**src/hw/motor_cfg_pkg.sv**
```systemverilog
package motor_cfg_pkg;

	typedef logic [15:0] step_num_t;	// step counts, positions and stroke
	typedef logic [15:0] speed_t;	// one step period in ticks
	typedef logic [8:0]  speed_addr_t;
	typedef logic [2:0]  microstep_t;

	localparam int clk_div_nbr = 8;	// clock cycles per tick
	localparam int motor_nbr = 2;
	localparam int speed_tbl_depth = 2 ** $bits(speed_addr_t);

	// last eight zero-sensor samples, newest in bit 0
	localparam logic [7:0] zpd_seq = 8'b0000_1111;

	typedef enum logic [1:0] {
		idle,
		fetch,	// first table address out
		pulse,
		finish
	} gen_state_t;

endpackage : motor_cfg_pkg

```
**src/hw/motor_io_pkg.sv**
```systemverilog
package motor_io_pkg;

	import motor_cfg_pkg::*;

	// one latched move command
	typedef struct packed {
		speed_t     speed;	// table index held at full speed
		step_num_t  step;	// steps in the move
		logic       dir;	// 1 counts position up
		microstep_t ms;
		logic       xen;
		logic       xrst;
	} axis_cmd_t;

	// pins toward the driver chip
	typedef struct packed {
		logic       drive;
		logic       dir;
		microstep_t ms;
		logic       xen;
		logic       xrst;
	} motor_pins_t;

	typedef struct packed {
		logic zpsign;	// stopped on the zero point
		logic tpsign;	// stopped on the stroke end
		logic state;	// move in progress
	} axis_status_t;

endpackage : motor_io_pkg

```
**src/hw/axis_regs.sv**
```systemverilog
module axis_regs import motor_cfg_pkg::*, motor_io_pkg::*; (
	input  logic       ctl_clk,
	input  logic       resetn,
	input  speed_t     s_speed,
	input  step_num_t  s_step,
	input  logic       s_dir,
	input  microstep_t s_ms,
	input  logic       s_xen,
	input  logic       s_xrst,
	input  logic       s_start,
	input  logic       busy,
	output axis_cmd_t  cmd,
	output logic       go
);

	logic       accept;
	speed_t     speed_q;
	step_num_t  step_q;
	logic       dir_q;
	microstep_t ms_q;
	logic       xen_q;
	logic       xrst_q;

	// busy only rises the cycle after go, so go blocks that gap
	assign accept = s_start && !busy && !go;

	always_ff @(posedge ctl_clk) begin
		if (!resetn)
			go <= 1'b0;
		else
			go <= accept;
	end

	always_ff @(posedge ctl_clk) begin
		if (accept) begin
			speed_q <= s_speed;
			step_q <= s_step;
			dir_q <= s_dir;
		end
	end

	// driver settings stay on the pins between moves
	always_ff @(posedge ctl_clk) begin
		if (!resetn) begin
			ms_q <= '0;
			xen_q <= 1'b0;
			xrst_q <= 1'b0;
		end else if (accept) begin
			ms_q <= s_ms;
			xen_q <= s_xen;
			xrst_q <= s_xrst;
		end
	end

	assign cmd = '{speed: speed_q, step: step_q, dir: dir_q, ms: ms_q, xen: xen_q, xrst: xrst_q};

endmodule

```
**config.mk**
```make
export PLATFORM = sky130hd
export DESIGN_NAME = axis_regs
export DESIGN_NICKNAME = d
export VERILOG_FILES = /design/src/hw/motor_cfg_pkg.sv /design/src/hw/motor_io_pkg.sv /design/src/hw/axis_regs.sv
export SDC_FILE = /design/constraint.sdc
export NUM_CORES = 1
export LEC_CHECK = 0
export BUFFER_PORTS_ARGS = -buffer_cell sky130_fd_sc_hd__clkbuf_2
export CAP_MARGIN = 15
export CORE_ASPECT_RATIO = 1.75
export CORE_MARGIN = 4
export CORE_UTILIZATION = 35
export CTS_BUF_LIST = sky130_fd_sc_hd__clkbuf_4
export CTS_CLUSTER_DIAMETER = 30
export CTS_CLUSTER_SIZE = 25
export DETAILED_ROUTE_END_ITERATION = 8
export GPL_TIMING_DRIVEN = 0
export PLACE_DENSITY = 0.69
export SYNTH_ARGS = -nofsm -noshare
export SYNTH_HDL_FRONTEND = slang
export SYNTH_SLANG_ARGS = --single-unit
```
**constraint.sdc**
```tcl
create_clock -name ctl_clk -period 1.4 [get_ports ctl_clk]
set_input_delay 0.07 -clock ctl_clk [delete_from_list [all_inputs] [get_ports ctl_clk]]
set_output_delay 0.07 -clock ctl_clk [all_outputs]
set_load 0.05 [all_outputs]
```
==> flow_metrics.env <==
export IMPL_status="completed"
export IMPL_vias=985
export IMPL_drive_above_1_share_pct=50.0
export IMPL_syn_nets=103
export IMPL_yosys_cell_count_top_type="edfxtp_1"
export IMPL_post_cts_buffers=0
export IMPL_tns_ns=0
export IMPL_hold_class="in2reg"
export IMPL_drtPass1Iterations=4
export IMPL_rows=28
export IMPL_slew_headroom_pct=76.9
export IMPL_yosysUniqueCellTypes=9
export IMPL_yosys_area_share_simple_pct=4.48
export IMPL_synth_edff_count=33
export IMPL_drv_slew=0
export IMPL_first_global_vias=1041
export IMPL_clock_latency_ns=0.33
export IMPL_synth_fa_ha_area_share_pct=0
export IMPL_avgRoutedWirePerCell_um=14.4
export IMPL_cts_htree_levels=2
export IMPL_start_util_pct=36.6
export IMPL_synth_cells_most_frequent="edfxtp_1 (33), nand2_1 (10), dfxtp_1 (6)"
export IMPL_ys_flop_type="edfxtp_1"
export IMPL_crit_fanout=39
export IMPL_start_kind="flop"
export IMPL_grt_overflow=0
export IMPL_power_density_nw_per_um2=1200
export IMPL_area_delta_synth_final_pct=75.8
export IMPL_combinationalPowerShare_pct=15.5
export IMPL_hold_viol=0
export IMPL_cts_reportedPaths_clkPinSlew_ns=0.11
export IMPL_hold_ws_ns=0.168
export IMPL_async_flop_share_pct=0
export IMPL_dieArea_um2=4650
export IMPL_worstSetupPathType="reg2reg"
export IMPL_period_share_pct=86.4
export IMPL_power_leakage_uw=0.000976
export IMPL_p_switching_uw=601
export IMPL_io_buffers=80
export IMPL_clock_sinks=39
export IMPL_cap_violations=0
export IMPL_p_clk_share_pct=34.3
export IMPL_yosysTopAreaCell="edfxtp_1"
export IMPL_die_x_um=53.3
export IMPL_hpwl_um=1990
export IMPL_wl_met2_um=2030
export IMPL_synth_area_top_cells="edfxtp_1 (79%), dfxtp_1 (9.6%), mux2i_1 (4.0%), nand2_1 (3.0%), buf_4 (1.8%)"
export IMPL_die_y_um=87.3
export IMPL_yosysWarningCount=0
export IMPL_m1WireLength_um=1010
export IMPL_crit_arrival_ns=1.21
export IMPL_dp_cells=186
export IMPL_rsz0062_at_grt="no"
export IMPL_power_frac_seq_pct=50.2
export IMPL_syn_area_um2=1260
export IMPL_cts_tree="yes"
export IMPL_synth_top_area_share_pct=78.9
export IMPL_finalNetCount=229
export IMPL_power_internal_uw=2050
export IMPL_drt_iter0_markers=23
export IMPL_ys_seq_area_share_pct=88.4
export IMPL_drc=0
export IMPL_drt_total_wl_um=3360
export IMPL_synth_top_family_by_area="simple AND/OR/NAND/NOR gates"
export IMPL_timing_fmax_mhz=827
export IMPL_synthCells=61
export IMPL_setup_violations=0
export IMPL_core_um2=3430
export IMPL_cts_root_buf="clkbuf_4"
export IMPL_synth_xor_area_share_pct=0
export IMPL_cts_buffer_depth=2
export IMPL_swShare_pct=22.7
export IMPL_finClkSkew_ns=0.00992
export IMPL_syn_area_per_cell_um2=20.6
export IMPL_synth_seq_cells=39
export IMPL_vias_per_cell=4.23
export IMPL_cts_buffers=5
export IMPL_gp_congestion=0.640
export IMPL_antenna_found_initial=0
export IMPL_wl_met3_um=201
export IMPL_final_cells=233
export IMPL_cts_resized=0
export IMPL_crit_required_ns=1.40
export IMPL_end_kind="flop"
export IMPL_highest_layer="met4"
export IMPL_grt_total_usage_pct=15.4
export IMPL_grt_pass1_wl_um=4910
export IMPL_grt_max_degree=40
export IMPL_min_period_ns=1.21
export IMPL_worst_slew_pin_slew_ns=0.346
export IMPL_ir_drop_v=0.000623
export IMPL_antenna_cells=0
export IMPL_muxShareOfSynthArea_pct=3.98
export IMPL_ant_nets=0
export IMPL_io_pin_count=81
export IMPL_synth_compound_area_share_pct=0
worst max-delay path, stage by stage (launching register included):
cell and delay (ns):
dfxtp_1 0.34, nor3b_2 0.18, buf_6 0.34
metal layers:
| metal | track usage, % | up-vias |
|---|---|---|
| met2 | 29.6 | 50 |
| li1 | - | 470 |
| met5 | 0 | - |
| met4 | 9.30 | 0 |
| met3 | 3.43 | 9 |
| met1 | 13.2 | 456 |
metrics by stage:
step | cell area [um^2] | setup slack, ns | power, uW | util (%)
floorplan | 1260 | 0.0793 | 1570 | -
global placement | 1710 | 0.240 | 1670 | 49.9
detailed placement | 1710 | 0.221 | 1680 | 49.9
CTS | 2210 | 0.195 | 2670 | 64.3
global route | 2210 | 0.131 | 2780 | 64.3
finish | 2210 | 0.190 | 2650 | 64.3
cells by family (layout without fill, tap and decap cells):
group / Yosys count / after routing
flops: 39 / 39
simple gates: 12 / 12
mux: 5 / 5
buf+inv: 5 / 132
area by class of cell:
class,count,area (um^2)
Fill cell,262,1220
Buffer,5,38.8
Tap cell,45,56.3
Multi-Input combinational cell,17,106
Sequential cell,39,1110
Clock inverter,2,60.1
Clock buffer,6,45.0
Timing Repair Buffer,119,791
registers in the layout, summed over array words and instances, names as in the netlist:
name and count:
go 1, xrst_q 1, speed_q 16, dir_q 1
step_q 16, xen_q 1, ms_q 3
placed cells by master, fill, tap and decap left out:
master / synthesis / final
nand2_1: 10 / 10
clkbuf_2: 0 / 80
bufinv_16: 0 / 2
buf_6: 1 / 1
buf_4: 3 / 3
dlygate4sd3_1: 0 / 39
dfxtp_1: 6 / 6
buf_2: 1 / 1
nor3b_2: 1 / 1
clkbuf_4: 0 / 6
edfxtp_1: 33 / 33
mux2i_1: 5 / 5
and2_1: 1 / 1
repair_timing:
item / 4_1_cts / 5_1_grt
hold endpoints to repair: 38 / 0
setup endpoints to repair: 0 / 0
hold buffers: 39 / 0
worst paths after layout:
kind	endpoint	cells after the start	slack (ns)	startpoint
worst max-delay path	step_q[2]	2	0.19	go
worst min-delay path	ms_q[1]	4	0.17	resetn
worst max register to register	step_q[2]	2	0.19	go
worst min register to register	ms_q[1]	2	0.47	ms_q[1]
power by group through the flow:
stage	Combinational (uW)	Clock [uW]	Sequential (uW)
after floorplan	58.0	0	1510
after global placement	315	0	1350
after detailed placement	321	0	1360
after CTS	409	932	1330
after global routing	431	1010	1340
final	410	910	1330
Note: power is estimated with default switching activity, not from simulation.
