===== src/hw/motor_cfg_pkg.sv =====
package motor_cfg_pkg;

	typedef logic [15:0] step_num_t;	// step counts, positions and stroke
	typedef logic [15:0] speed_t;	// one step period in ticks
	typedef logic [8:0]  speed_addr_t;
	typedef logic [2:0]  microstep_t;

	localparam int clk_div_nbr = 8;	// clock cycles per tick
	localparam int motor_nbr = 2;
	localparam int speed_tbl_depth = 2 ** $bits(speed_addr_t);

	// last eight zero-sensor samples, newest in bit 0
	localparam logic [7:0] zpd_seq = 8'b0000_1111;

	typedef enum logic [1:0] {
		idle,
		fetch,	// first table address out
		pulse,
		finish
	} gen_state_t;

endpackage : motor_cfg_pkg


===== src/hw/motor_io_pkg.sv =====
package motor_io_pkg;

	import motor_cfg_pkg::*;

	// one latched move command
	typedef struct packed {
		speed_t     speed;	// table index held at full speed
		step_num_t  step;	// steps in the move
		logic       dir;	// 1 counts position up
		microstep_t ms;
		logic       xen;
		logic       xrst;
	} axis_cmd_t;

	// pins toward the driver chip
	typedef struct packed {
		logic       drive;
		logic       dir;
		microstep_t ms;
		logic       xen;
		logic       xrst;
	} motor_pins_t;

	typedef struct packed {
		logic zpsign;	// stopped on the zero point
		logic tpsign;	// stopped on the stroke end
		logic state;	// move in progress
	} axis_status_t;

endpackage : motor_io_pkg


===== src/hw/step_generator.sv =====
module step_generator import motor_cfg_pkg::*, motor_io_pkg::*; (
	input  logic         ctl_clk,
	input  logic         resetn,
	input  axis_cmd_t    cmd,
	input  logic         go,
	input  logic         s_stop,
	input  step_num_t    s_stroke,
	input  logic         zpd,
	output speed_addr_t  tbl_addr,
	input  speed_t       tbl_data,
	output motor_pins_t  pins,
	output axis_status_t status
);

	gen_state_t st;
	step_num_t  done_cnt;	// index of the current step
	step_num_t  left_cnt;	// steps left, current one included
	step_num_t  pos;
	speed_t     tick_cnt;
	logic [$clog2(clk_div_nbr)-1:0] div_cnt;
	speed_t     word_q;
	logic       first_q;	// first cycle of the move, word comes straight from the table
	logic       zp_seen;
	logic       zpsign;
	logic       tpsign;
	logic [7:0] zpd_hist;

	speed_t      cur_word;
	logic [31:0] elapsed2;	// twice the cycles spent in this period
	logic [31:0] period;
	logic        rise;
	logic        boundary;
	logic        zp_hit;
	logic        tp_hit;
	logic        end_move;

	// ramp up, hold at the commanded index, ramp down before the end
	function automatic speed_addr_t ramp_idx(step_num_t n, step_num_t rem, speed_t spd);
		step_num_t m;
		m = n;
		if (spd < m)
			m = spd;
		if (rem < m)
			m = rem;
		return m[$bits(speed_addr_t)-1:0];
	endfunction

	// while pulsing, the address runs one step ahead
	assign tbl_addr = (st == pulse) ?
		ramp_idx(done_cnt + 16'd1, left_cnt - 16'd2, cmd.speed) :
		ramp_idx(done_cnt, left_cnt - 16'd1, cmd.speed);

	assign cur_word = first_q ? tbl_data : word_q;
	assign elapsed2 = (32'(tick_cnt) * clk_div_nbr + 32'(div_cnt)) * 2;
	assign period = 32'(cur_word) * clk_div_nbr;
	assign rise = (st == pulse) && (tick_cnt == '0) && (div_cnt == '0);
	assign boundary = (st == pulse) && (tick_cnt == cur_word - 16'd1) &&
		(div_cnt == clk_div_nbr - 1);

	assign zp_hit = !cmd.dir && (zpd_hist == zpd_seq);	// only when heading for zero
	assign tp_hit = cmd.dir && (pos == s_stroke);
	assign end_move = boundary && ((left_cnt == 16'd1) || s_stop || zp_seen || zp_hit || tp_hit);

	always_ff @(posedge ctl_clk) begin
		if (!resetn)
			zpd_hist <= '0;
		else
			zpd_hist <= {zpd_hist[6:0], zpd};
	end

	always_ff @(posedge ctl_clk) begin
		if (first_q || boundary)
			word_q <= tbl_data;
	end

	always_ff @(posedge ctl_clk) begin
		if (!resetn) begin
			st <= idle;
			done_cnt <= '0;
			left_cnt <= '0;
			pos <= '0;
			tick_cnt <= '0;
			div_cnt <= '0;
			first_q <= 1'b0;
			zp_seen <= 1'b0;
			zpsign <= 1'b0;
			tpsign <= 1'b0;
		end else begin
			case (st)
			idle: if (go) begin
				done_cnt <= '0;
				left_cnt <= cmd.step;
				zp_seen <= 1'b0;
				zpsign <= 1'b0;
				tpsign <= 1'b0;
				st <= (cmd.step == '0) ? finish : fetch;	// empty move never raises state
			end
			fetch: begin
				tick_cnt <= '0;
				div_cnt <= '0;
				first_q <= 1'b1;
				st <= pulse;
			end
			pulse: begin
				first_q <= 1'b0;
				if (zp_hit)
					zp_seen <= 1'b1;
				if (rise)
					pos <= cmd.dir ? pos + 16'd1 : pos - 16'd1;
				if (boundary) begin
					tick_cnt <= '0;
					div_cnt <= '0;
					done_cnt <= done_cnt + 16'd1;
					left_cnt <= left_cnt - 16'd1;
					if (end_move)
						st <= finish;
					if (zp_seen || zp_hit) begin
						pos <= '0;
						zpsign <= 1'b1;
					end
					if (tp_hit)
						tpsign <= 1'b1;
				end else if (div_cnt == clk_div_nbr - 1) begin
					div_cnt <= '0;
					tick_cnt <= tick_cnt + 16'd1;
				end else begin
					div_cnt <= div_cnt + 1'b1;
				end
			end
			finish: st <= idle;	// state already low here
			default: st <= idle;
			endcase
		end
	end

	assign pins.drive = (st == pulse) && (elapsed2 < period);	// high for the first half
	assign pins.dir = cmd.dir;
	assign pins.ms = cmd.ms;
	assign pins.xen = cmd.xen;
	assign pins.xrst = cmd.xrst;

	assign status.zpsign = zpsign;
	assign status.tpsign = tpsign;
	assign status.state = (st == fetch) || (st == pulse);

endmodule


===== config.mk =====
export PLATFORM = sky130hd
export DESIGN_NAME = step_generator
export DESIGN_NICKNAME = d
export VERILOG_FILES = /design/src/hw/motor_cfg_pkg.sv /design/src/hw/motor_io_pkg.sv /design/src/hw/step_generator.sv
export SDC_FILE = /design/constraint.sdc
export NUM_CORES = 1
export LEC_CHECK = 0
export BUFFER_PORTS_ARGS = -buffer_cell sky130_fd_sc_hd__clkbuf_2
export CAP_MARGIN = 20
export CORE_MARGIN = 1.5
export CORE_UTILIZATION = 64
export CTS_BUF_LIST = sky130_fd_sc_hd__clkbuf_8
export DETAILED_ROUTE_END_ITERATION = 10
export PLACE_DENSITY_LB_ADDON = 0.12
export SYNTH_ARGS = -nofsm -noshare
export SYNTH_HDL_FRONTEND = slang
export SYNTH_SLANG_ARGS = --single-unit

===== constraint.sdc =====
create_clock -name ctl_clk -period 12.35 [get_ports ctl_clk]
set_clock_uncertainty 0.1 [all_clocks]
set_input_delay 0.6175 -clock ctl_clk [delete_from_list [all_inputs] [get_ports ctl_clk]]
set_output_delay 0.6175 -clock ctl_clk [all_outputs]
set_load 0.02 [all_outputs]

==> impl_results.md <==
* Filler instances at 1138
* Synth cell types at 70
* Leak Pwr at between 3 and 4 nW
* PwrDens at roughly 120 nW/µm²
* #FFs+latches synth at 97
* GP Congestion at between 0.9 and 1
* RSZ-0062 raised after global routing: false
* P&R area growth vs syn at 7.37%
* Core Footprint at around 13000 µm²
* Cts hold-fix bufs at 0
* GRT Util Overall at just over 30%
* First-pass GRT wire length at 36100 µm
* HP Class: input pin to flip-flop
* Vias in the first global route at approximately 7.6k
* Setup TNS at 0 ns
* Endpoints failing setup at 0
* Die width at 121 µm
* Bufs and invs on worst path at 3
* Worst-path clk slew at roughly 0.11 ns
* Nets at roughly 1.3k
* WL final at about 22000 µm
* Final Hold Fails at 0
* VDD IR max at approximately 0.18 mV
* Highest metal used: met4
* Vias at ~8k
* Count leader, synth: ha_1
* Slew Viols, Final at 0
* Outcome: finished, final reports clean
* Largest net degree at the start of global routing at 69
* Synth top area cells: dfxtp_1 (18%), ha_1 (14%), xnor2_1 (6.2%)
* Final min period at 7.48 ns
* Tot Pwr at 0.00117 W
* Post_cts resized at 0
* Critical Path Start Type: flip-flop
* M1 WL at about 9700 µm
* Crit end category: output port
* Antenna-violating nets left at 0
* Max Cap Viol at 0
* Avg Cell Area, Syn at slightly above 8 µm²
* Die Y at ~120 µm
* Number of buffers created by CTS at 9
* DP HPWL at 16400 µm
* DR vias/cell at around 6.1
* Root buffer cell: clkbuf_8
* Drt first pass iters at 5
* Met2 wire length at around 11000 µm
* # port buffers at a little over 80
* Post-synth top area cell: dfxtp_1
* Crit path cell chain: nand3_1 -> nor3_1 -> nand3_1 -> nor3_1 -> xnor2_1 -> inv_1 -> ha_1 -> a21o_1 -> a21o_1 -> a2111oi_0 -> a21oi_1 -> o221ai_2 -> mux2_2 -> ha_1 -> nand3_1 -> o221ai_1 -> o21ai_0 -> a21oi_1 -> a2111oi_2 -> buf_4 -> or3b_2 -> o211ai_1 -> clkbuf_2
* Initial Util at 66.4%
* Worst-Skew Late Latency at a little under 0.4 ns
* Grt total ovfl at 0
* Post-synth top cells: ha_1 (102), nand2_1 (94), nor2_1 (89), dfxtp_1 (81), a21oi_1 (72)
* Mean routed wirelength per cell at 16.5 µm
* Rows at 42
* Setup bufs post-CTS at 0
* Final worst path period share at between 60% and 70%
* Prevailing post-synth register cell: dfxtp_1
* CP most frequent cell: nand3_1
* CP max FO at 16
* Post-Syn Nets at between 1k and 1.5k
* Post-synth top area share at a little under a fifth
* I/O Pins at 94
* Rel. slew slack at a little over a quarter
* Syn Std Cell Area at 8890 µm²
* Syn Inst Count at about 1.1k
* CP delay by family, top: compound AO/OA/AOI/OAI gates
* CP required at roughly 12 ns
* Post-DP Area at around 9300 µm²
* WP data arrival at just under 7 ns
* Initial DRC Count at 604
* Crit Path Category: flip-flop to output port
* Yosys warns at 0
* CP peak stage delay at ~0.88 ns
* Layout cells sized above 1 at 12.5%
* Maximum clock rate at about 130 MHz
* ANT cells at 0
* WL met3 at 736 µm
* Final Cell Area at ~9500 µm²
* Worst Tran Pin Value at between 1 and 1.5 ns
* CTS Buffer Depth at 2
* Initial antenna violation count at 0
* H-tree Lvls at 3
* Slowest cell on crit path: o221ai_2
* DRC viols at 0
* Clock tree from TritonCTS: built
* Total die area at 14600 µm²
* Post-synthesis sequential area ratio at a little under a quarter
* Post-synth ARST share at 0%
* Post-synth EDFFs at 16
* CTS Sinks at between 90 and 100
[registers in the layout, indices dropped and copies added (netlist names)]
register  cells
zpsign        1
first_q       1
st            2
tpsign        1
tick_cnt     16
word_q       16
left_cnt     16
done_cnt     16
zpd_hist      8
div_cnt       3
zp_seen       1
pos          16
[area by class of cell]
class	instances	area (µm²)	share of cell area [%]
clock buffer	10	138	1.44
clock inverter	6	96.3	1.01
timing repair buffer	90	468	4.90
multi-input combinational	878	6300	65.9
sequential	97	2100	22.0
inverter	61	229	2.40
tap	176	220	2.31
[power by group]
part | leakage [nW] | total (W) | internal, W | switching [W]
Clock | 0.115 | 0.000254 | 0.000123 | 0.000131
Sequential | 0.805 | 0.000361 | 0.000341 | 0.0000206
Combinational | 2.92 | 0.000552 | 0.000230 | 0.000322
[worst reg2reg max path, stage by stage, from the launching register on]
cell and delay (ns):
dfxtp_1 0.33, buf_4 0.37, mux2i_1 0.40, ha_1 0.26, nor4b_2 0.44, o21ai_1 0.21, or4_1 0.54, a211o_1 0.30
o221ai_1 0.09, and4_1 0.51, nor2_4 0.04, buf_4 0.32, a21o_1 0.25, a221oi_1 0.25, nor2b_1 0.07
[metrics by stage]
step | setup WS (ns) | hold WS, ns | utilization [%] | instances
finish | 4.87 | 0.317 | 71.3 | 1318
global route | 4.39 | 0.326 | 71.3 | 1318
CTS | 4.95 | 0.313 | 71.3 | 1318
detailed placement | 5.39 | 0.340 | 69.5 | 1302
global placement | 5.54 | 0.328 | 69.5 | 1302
floorplan | 6.10 | 0.321 | - | 1092
[layout by cell type (no fill, tap or decap), types with 21 or more instances in the layout]
cell type    n
clkbuf_2    83
o21ai_1     29
o21ai_0     27
ha_1       101
and2_1      26
a21oi_1     72
nand3_1     27
mux2i_1     39
nand2_1     94
nor2b_1     24
inv_1       61
xnor2_1     63
xor2_1      38
dfxtp_1     81
nor3_1      21
nor2_1      89
[kinds of logic after synthesis]
kind of cell	synth area share (%)
fa+ha+maj	14.6
flops	23.6
buf+inv	5.71
mux	6.44
xor+xnor	9.95
simple gates	22.5
compound gates	17.2
[path summary, 6_finish.rpt]
check,startpoint,end,slack [ns],cells after the start
max,done_cnt[0],tbl_addr[6],4.87,23
max reg2reg,first_q,left_cnt[12],7.76,14
min reg2reg,zpd_hist[6],zpd_hist[7],0.37,1
min,tbl_data[13],word_q[13],0.32,1
[routing by layer]
| metal | vias to the layer above | track usage [%] |
|---|---|---|
| met4 | 0 | 11.7 |
| met5 | - | 0 |
| met3 | 42 | 2.91 |
| li1 | 3999 | - |
| met2 | 196 | 54.2 |
| met1 | 3750 | 38.1 |
Power figures use the tool's default switching activity.
